--- src/logic/led_panel_defs.svh ---
`ifndef LED_PANEL_DEFS_SVH
`define LED_PANEL_DEFS_SVH

// number of LEDs in the external shift chain
`define LED_COUNT 16

// refresh period loaded at reset, in clk cycles
// lives in a 16-bit register field
`define LED_REFRESH_RESET 16'd1000

`endif

--- src/logic/led_panel_pkg.sv ---
`default_nettype none

`include "led_panel_defs.svh"

package led_panel_pkg;

    // register map of the host port
    typedef enum logic [1:0] {
        REG_PATTERN = 2'd0,  // led on/off pattern
        REG_BLINK   = 2'd1,  // blink mask
        REG_CTRL    = 2'd2,  // auto_en, active_low, refresh_req
        REG_PERIOD  = 2'd3   // auto refresh period
    } led_reg_addr_e;

    // serial shifter FSM
    typedef enum logic {
        SH_IDLE  = 1'b0,
        SH_SHIFT = 1'b1
    } shift_state_e;

    // configuration seen by the scheduler and the shifter
    typedef struct packed {
        logic [`LED_COUNT-1:0] pattern;
        logic [`LED_COUNT-1:0] blink_mask;
        logic                  auto_en;
        logic                  active_low;
        logic [15:0]           period;
    } led_cfg_t;

endpackage

`default_nettype wire

--- src/logic/led_reg_block.sv ---
`timescale 1ns/1ps
`default_nettype none

`include "led_panel_defs.svh"

module led_reg_block (
    input  logic                         clk,
    input  logic                         rst_n,
    input  logic                         wr_en,
    input  logic                         rd_en,
    input  led_panel_pkg::led_reg_addr_e addr,
    input  logic [15:0]                  wdata,
    output logic [15:0]                  rdata,
    output logic                         rd_valid,
    output led_panel_pkg::led_cfg_t      cfg,
    output logic                         refresh_req
);

    led_panel_pkg::led_cfg_t cfg_q;

    logic        wr_pattern;
    logic        wr_blink;
    logic        wr_ctrl;
    logic        wr_period;
    logic [15:0] rd_mux;

    // write decode
    assign wr_pattern = wr_en && (addr == led_panel_pkg::REG_PATTERN);
    assign wr_blink   = wr_en && (addr == led_panel_pkg::REG_BLINK);
    assign wr_ctrl    = wr_en && (addr == led_panel_pkg::REG_CTRL);
    assign wr_period  = wr_en && (addr == led_panel_pkg::REG_PERIOD);

    always_ff @(posedge clk) begin
        if (!rst_n) begin
            cfg_q.pattern    <= '0;
            cfg_q.blink_mask <= '0;
            cfg_q.auto_en    <= 1'b0;
            cfg_q.active_low <= 1'b0;
            cfg_q.period     <= `LED_REFRESH_RESET;
        end else begin
            if (wr_pattern) begin
                cfg_q.pattern <= wdata;
            end
            if (wr_blink) begin
                cfg_q.blink_mask <= wdata;
            end
            if (wr_ctrl) begin
                cfg_q.auto_en    <= wdata[0];
                cfg_q.active_low <= wdata[1];
            end
            if (wr_period) begin
                cfg_q.period <= wdata;
            end
        end
    end

    // request bit is a strobe, never stored
    always_ff @(posedge clk) begin
        if (!rst_n) begin
            refresh_req <= 1'b0;
        end else begin
            refresh_req <= wr_ctrl && wdata[2];
        end
    end

    always_comb begin
        case (addr)
            led_panel_pkg::REG_PATTERN: rd_mux = cfg_q.pattern;
            led_panel_pkg::REG_BLINK:   rd_mux = cfg_q.blink_mask;
            // bit 2 always reads back as zero
            led_panel_pkg::REG_CTRL:    rd_mux = {14'd0, cfg_q.active_low, cfg_q.auto_en};
            led_panel_pkg::REG_PERIOD:  rd_mux = cfg_q.period;
            default:                    rd_mux = '0;
        endcase
    end

    always_ff @(posedge clk) begin
        if (!rst_n) begin
            rd_valid <= 1'b0;
        end else begin
            rd_valid <= rd_en;  // answer one cycle later
        end
    end

    always_ff @(posedge clk) begin
        if (rd_en) begin
            rdata <= rd_mux;
        end
    end

    assign cfg = cfg_q;

endmodule

`default_nettype wire

--- src/logic/led_refresh_sched.sv ---
`timescale 1ns/1ps
`default_nettype none

`include "led_panel_defs.svh"

module led_refresh_sched (
    input  logic                    clk,
    input  logic                    rst_n,
    input  led_panel_pkg::led_cfg_t cfg,
    input  logic                    refresh_req,
    input  logic                    finish,
    output logic [`LED_COUNT-1:0]   frame,
    output logic                    start
);

    logic [15:0]           per_cnt;
    logic [15:0]           per_last;
    logic                  per_tick;
    logic                  pending;
    logic                  phase;
    logic                  req_any;
    logic                  can_issue;
    logic                  issue;
    logic [`LED_COUNT-1:0] next_frame;

    // last count value of one period
    assign per_last = cfg.period - 16'd1;
    assign per_tick = cfg.auto_en && (per_cnt >= per_last);

    always_ff @(posedge clk) begin
        if (!rst_n) begin
            per_cnt <= '0;
        end else if (!cfg.auto_en || per_tick) begin
            per_cnt <= '0;  // restart the period
        end else begin
            per_cnt <= per_cnt + 16'd1;
        end
    end

    // periodic, manual and held requests all collapse into one
    assign req_any = per_tick || refresh_req || pending;

    // start is still high in the cycle before the shifter drops finish,
    // so skip that cycle to keep the start a single pulse
    assign can_issue = finish && !start;
    assign issue     = req_any && can_issue;

    // phase 1 blanks the masked LEDs
    assign next_frame = phase ? (cfg.pattern & ~cfg.blink_mask) : cfg.pattern;

    always_ff @(posedge clk) begin
        if (!rst_n) begin
            start   <= 1'b0;
            pending <= 1'b0;
            phase   <= 1'b0;
        end else begin
            start <= 1'b0;
            if (issue) begin
                start   <= 1'b1;
                pending <= 1'b0;
                phase   <= ~phase;  // next frame uses the other phase
            end else if (req_any) begin
                pending <= 1'b1;  // shifter busy, hold one request
            end
        end
    end

    // frame stays stable until the next issue
    always_ff @(posedge clk) begin
        if (issue) begin
            frame <= next_frame;
        end
    end

endmodule

`default_nettype wire

--- src/logic/led_serial_shifter.sv ---
`timescale 1ns/1ps
`default_nettype none

`include "led_panel_defs.svh"

module led_serial_shifter (
    input  logic                  clk,
    input  logic                  rst_n,
    input  logic                  start,
    input  logic [`LED_COUNT-1:0] frame,
    input  logic                  active_low,
    output logic                  finish,
    output logic                  serial_clk,
    output logic                  serial_led
);

    localparam int CNT_W = $clog2(`LED_COUNT + 1);

    led_panel_pkg::shift_state_e state;

    logic                  start_q;
    logic                  start_edge;
    logic [CNT_W-1:0]      bit_cnt;
    logic                  bit_phase;
    logic [`LED_COUNT-1:0] shreg;

    assign start_edge = start && !start_q;

    // count 0 is the load cycle, counts 1..16 carry data bits
    assign bit_phase = (state == led_panel_pkg::SH_SHIFT) && (bit_cnt != '0);

    assign finish = (state == led_panel_pkg::SH_IDLE);

    // rising edge of serial_clk lands mid-bit
    assign serial_clk = ~clk & bit_phase;

    // off level when no bit is on the line
    assign serial_led = active_low ^ (bit_phase & shreg[0]);

    always_ff @(posedge clk) begin
        if (!rst_n) begin
            start_q <= 1'b0;
            state   <= led_panel_pkg::SH_IDLE;
            bit_cnt <= '0;
        end else begin
            start_q <= start;
            case (state)
                led_panel_pkg::SH_IDLE: begin
                    if (start_edge) begin
                        state   <= led_panel_pkg::SH_SHIFT;
                        bit_cnt <= '0;
                    end
                end
                led_panel_pkg::SH_SHIFT: begin
                    if (bit_cnt == CNT_W'(`LED_COUNT)) begin
                        state   <= led_panel_pkg::SH_IDLE;  // last bit done
                        bit_cnt <= '0;
                    end else begin
                        bit_cnt <= bit_cnt + 1'b1;
                    end
                end
                default: begin
                    state   <= led_panel_pkg::SH_IDLE;
                    bit_cnt <= '0;
                end
            endcase
        end
    end

    // lsb goes out first
    always_ff @(posedge clk) begin
        if ((state == led_panel_pkg::SH_IDLE) && start_edge) begin
            shreg <= frame;
        end else if (bit_phase) begin
            shreg <= shreg >> 1;
        end
    end

endmodule

`default_nettype wire

--- src/logic/led_panel_top.sv ---
`timescale 1ns/1ps
`default_nettype none

`include "led_panel_defs.svh"

module led_panel_top (
    input  logic                         clk,
    input  logic                         rst_n,
    input  logic                         wr_en,
    input  logic                         rd_en,
    input  led_panel_pkg::led_reg_addr_e addr,
    input  logic [15:0]                  wdata,
    output logic [15:0]                  rdata,
    output logic                         rd_valid,
    output logic                         serial_clk,
    output logic                         serial_led,
    output logic                         finish
);

    led_panel_pkg::led_cfg_t cfg;
    logic                    refresh_req;
    logic [`LED_COUNT-1:0]   frame;
    logic                    start;

    led_reg_block u_regs (
        .clk         (clk),
        .rst_n       (rst_n),
        .wr_en       (wr_en),
        .rd_en       (rd_en),
        .addr        (addr),
        .wdata       (wdata),
        .rdata       (rdata),
        .rd_valid    (rd_valid),
        .cfg         (cfg),
        .refresh_req (refresh_req)
    );

    led_refresh_sched u_sched (
        .clk         (clk),
        .rst_n       (rst_n),
        .cfg         (cfg),
        .refresh_req (refresh_req),
        .finish      (finish),
        .frame       (frame),
        .start       (start)
    );

    // polarity comes straight from the control register
    led_serial_shifter u_shifter (
        .clk        (clk),
        .rst_n      (rst_n),
        .start      (start),
        .frame      (frame),
        .active_low (cfg.active_low),
        .finish     (finish),
        .serial_clk (serial_clk),
        .serial_led (serial_led)
    );

endmodule

`default_nettype wire

--- config.mk ---
export PLATFORM = sky130hd
export DESIGN_NAME = led_panel_top
export DESIGN_NICKNAME = d
export VERILOG_FILES = /design/src/logic/led_panel_pkg.sv /design/src/logic/led_reg_block.sv /design/src/logic/led_refresh_sched.sv /design/src/logic/led_serial_shifter.sv /design/src/logic/led_panel_top.sv
export VERILOG_INCLUDE_DIRS = /design/src /design/src/logic
export SDC_FILE = /design/constraint.sdc
export NUM_CORES = 1
export LEC_CHECK = 0
export ABC_CLOCK_PERIOD_IN_PS = 8200
export BUFFER_PORTS_ARGS = -buffer_cell sky130_fd_sc_hd__buf_2
export CORE_MARGIN = 2
export CORE_UTILIZATION = 45
export CTS_CLUSTER_SIZE = 28
export DETAILED_ROUTE_END_ITERATION = 8
export PLACE_DENSITY = 0.67
export SLEW_MARGIN = 40
export SYNTH_ARGS = -nofsm -noshare
export SYNTH_HDL_FRONTEND = slang
export SYNTH_HIERARCHICAL = 1
export SYNTH_SLANG_ARGS = --single-unit
export TNS_END_PERCENT = 20
--- constraint.sdc ---
create_clock -name clk -period 8.2 [get_ports clk]
set_input_delay 1.23 -clock clk [delete_from_list [all_inputs] [get_ports clk]]
set_output_delay 1.23 -clock clk [all_outputs]
set_load 0.01 [all_outputs]
==> flow_metrics.py <==
metrics = {
    "worst_setup_path": {
        "required_ps": 6970,
        "r2r_start": "u_regs/cfg[7]$_SDFFE_PN1P_",
        "worst_ep_arrival_time_ps": 4570,
        "critPathLaunchType": "clock port",
        "cp-end-kind": "output port",
        "reg2reg_to": "u_sched/per_cnt[11]$_SDFF_PP0_",
        "worstPathMaxFanout": 2,
        "reg2regPathDepth": 11,
        "reg2reg_slack_ps": 4250,
        "setup.worst_path.class": "clock port to output port",
    },
    "final_layout": {
        "stdcell_area_um2": 6820,
        "final_cells": 756,
        "nFillCells": 1110,
        "nNetsFinal": 613,
        "multi_input_area_um2": 2650,
        "regArea_um2": 3000,
        "drive_above_1_share_pct": 17.6,
        "areaGrowthSynthToFinish_pct": 15.2,
        "antenna_cells": 0,
    },
    "routing": {
        "drt-pass1-iter-count": 5,
        "drc": 0,
        "antenna_left": 0,
        "routed_via_density": 5.33,
        "drtIter0Drc": 296,
        "vias": 4028,
        "wl_mm": 12.7,
        "wl_per_cell_um": 16.8,
    },
    "run": {
        "maxCapViolations": 0,
    },
    "min_path": {
        "min_from": "u_regs/cfg[44]$_SDFFE_PN0P_",
        "holdPathEnd": "u_regs/cfg[44]$_SDFFE_PN0P_",
        "hp-class": "flop to flop",
        "min_path_cells": 2,
    },
    "synthesis": {
        "syn-instance-count": 533,
        "synth.net_count": 575,
        "yosysSeqAreaShare_pct": 50.7,
        "synth.distinct_cells": 54,
        "synth_edf_count": 48,
        "synth_top_cell_area_share_pct": 26.4,
        "ys_warn_count": 6,
        "synth_area_leader_cell": "dfxtp_1",
        "synth_common_cells": "dfxtp_1 (78), nand2_1 (78), mux2i_1 (59), edfxtp_1 (48), nor2_1 (27)",
        "synth_area_leaders": "dfxtp_1 (26%), edfxtp_1 (24%), mux2i_1 (10%)",
        "syn-cell-area_um2": 5920,
        "ys_seq_elements": 126,
        "async_flop_share_pct": 0,
        "synth-main-ff-cell": "dfxtp_1",
        "syn_avg_cell_area_um2": 11.1,
    },
    "timing": {
        "setup_slack_ps": 2400,
        "rsz0062_at_grt": "false",
        "slew_violations": 0,
        "slew_headroom_pct": 47.0,
        "hold_viol": 0,
        "fin_worst_skew_ps": 10.3,
        "worstMarginPinSlew_ps": 794,
        "final-setup-viol-count": 0,
        "fin_setup_tns_ps": 0,
        "hold_slack_ps": 470,
    },
    "grt": {
        "track_usage_pct": 19.2,
        "antenna_found_initial": 0,
        "grt_pass1_vias": 4026,
        "grt_max_degree": 82,
        "overflow": 0,
        "grt_pass1_wl_mm": 20.5,
    },
    "die": {
        "die_w_um": 119,
        "core-area_um2": 12700,
        "io_pins": 42,
        "die_y_um": 119,
        "rows": 41,
        "initial_core_util_pct": 46.5,
        "die_area_um2": 14100,
    },
    "clocking": {
        "cts_tree": "yes",
        "hold_buffers": 0,
        "postCtsResizedCells": 0,
        "clk_pin_slew_ps": 60,
        "clk_latency_ps": 530,
        "post-cts-setup-buffers": 0,
    },
    "power_and_ir_drop": {
        "p_switching_uw": 346,
        "p_per_area_nw_per_um2": 233,
        "p_seq_share_pct": 43.0,
        "clockPowerShare_pct": 51.8,
        "leakage_nw": 2.75,
        "power_frac_comb_pct": 5.2,
        "internal_power_mw": 1.24,
        "peakVddDrop_uv": 132,
        "sw_frac_of_total_pct": 21.7,
    },
    "place": {
        "hpwl_mm": 8.68,
        "placed_cells": 721,
        "pre_cts_ws_ps": 2680,
        "gp_congestion": 0.835,
        "placed_cell_area_um2": 6150,
        "numPortBuffers": 41,
    },
    "status": {
        "status": "completed",
    },
}
-- per-stage QoR --
stage | power, mW | utilization [%]
2_1_floorplan | 0.751 | -
3_3_place_gp | 0.776 | 48.4
3_5_place_dp | 0.779 | 48.4
4_1_cts | 1.60 | 53.6
5_1_grt | 1.65 | 53.6
6_report | 1.59 | 53.6
-- power groups by stage --
stage | sequential (mW) | combinational, mW | clock, mW
global placement | 0.695 | 0.0808 | 0.0000557
global route | 0.685 | 0.0911 | 0.869
floorplan | 0.690 | 0.0604 | 0.0000540
detailed placement | 0.696 | 0.0825 | 0.0000557
finish | 0.683 | 0.0827 | 0.824
CTS | 0.683 | 0.0830 | 0.837
-- placed cells by master (no fill, tap or decap), types with 2 or more instances in the layout --
master,netlist,routed
mux4_2,2,2
nor3_1,17,17
bufinv_16,0,3
inv_1,14,14
clkbuf_16,0,20
or4_1,3,3
a21oi_1,6,6
xor2_1,11,11
mux2i_1,59,59
a41o_1,2,2
dfxtp_1,78,78
o31ai_1,2,2
nor2b_1,3,3
a21o_1,3,3
nand2_1,78,78
o211ai_1,6,6
nand3b_1,2,2
and3_1,5,5
edfxtp_1,48,48
buf_2,7,41
nor2_1,27,27
a21boi_0,18,18
clkbuf_1,7,2
o2bb2ai_1,14,14
clkinv_2,0,5
nand3_1,14,14
nand2b_1,3,3
xnor2_1,18,18
nand4_1,10,10
buf_4,5,3
mux2_2,15,15
o21ai_0,2,2
and2_1,3,4
nor4_1,2,2
nor3b_1,2,2
ha_1,20,20
-- flip-flops by register name, summed over array words and instances, names as in the netlist --
register,cells
u_sched/pending,1
u_regs/rdata,16
u_sched/frame,16
u_sched/phase,1
u_regs/refresh_req,1
u_shifter/start_q,1
u_regs/rd_valid,1
u_shifter/shreg,16
u_shifter/state,1
u_shifter/bit_cnt,5
u_sched/per_cnt,16
u_regs/cfg,50
u_sched/start,1
-- critical path: stages --
cell and delay, ps:
clkbuf_16 120, clkbuf_16 130, nor2_1 90, buf_2 130
-- per-layer routing --
layer | vias to the layer above | track usage [%] | part of all wire, %
li1 | 1987 | - | -
met1 | 1954 | 23.5 | 46
met2 | 72 | 30.2 | 49
met3 | 15 | 6.42 | 3.9
met4 | 0 | 9.75 | 1.4
met5 | - | 0 | 0
-- cells by family (layout without fill, tap and decap cells) --
group | Yosys count | count (layout) | synth area share, %
AO/OA/AOI/OAI | 59 | 59 | 7.78
XOR/XNOR | 29 | 29 | 4.29
adder cells (fa/ha/maj) | 20 | 20 | 4.23
buffers and inverters | 43 | 94 | 4.50
flip-flops | 126 | 126 | 50.7
multiplexers | 76 | 76 | 13.6
AND/OR/NAND/NOR | 180 | 180 | 14.9
-- layout make-up --
type,instances,share of cell area (%)
Timing Repair Buffer,43,3.27
Clock inverter,12,2.11
Inverter,15,0.826
Clock buffer,24,7.72
Sequential cell,126,44.0
Tap cell,172,3.16
Multi-Input combinational cell,364,38.9
-- how the worst max path moves through the flow --
stage | startpoint | end | slack, ps | cells past startpoint
6_report | clk | serial_clk | 2400 | 4
5_1_grt | clk | serial_clk | 2390 | 4
4_1_cts | clk | serial_clk | 2390 | 4
3_5_place_dp | clk | serial_clk | 2680 | 2
3_3_place_gp | clk | serial_clk | 2680 | 2
2_1_floorplan | clk | serial_clk | 2700 | 1
No activity file was read; power rests on OpenSTA's default activity.
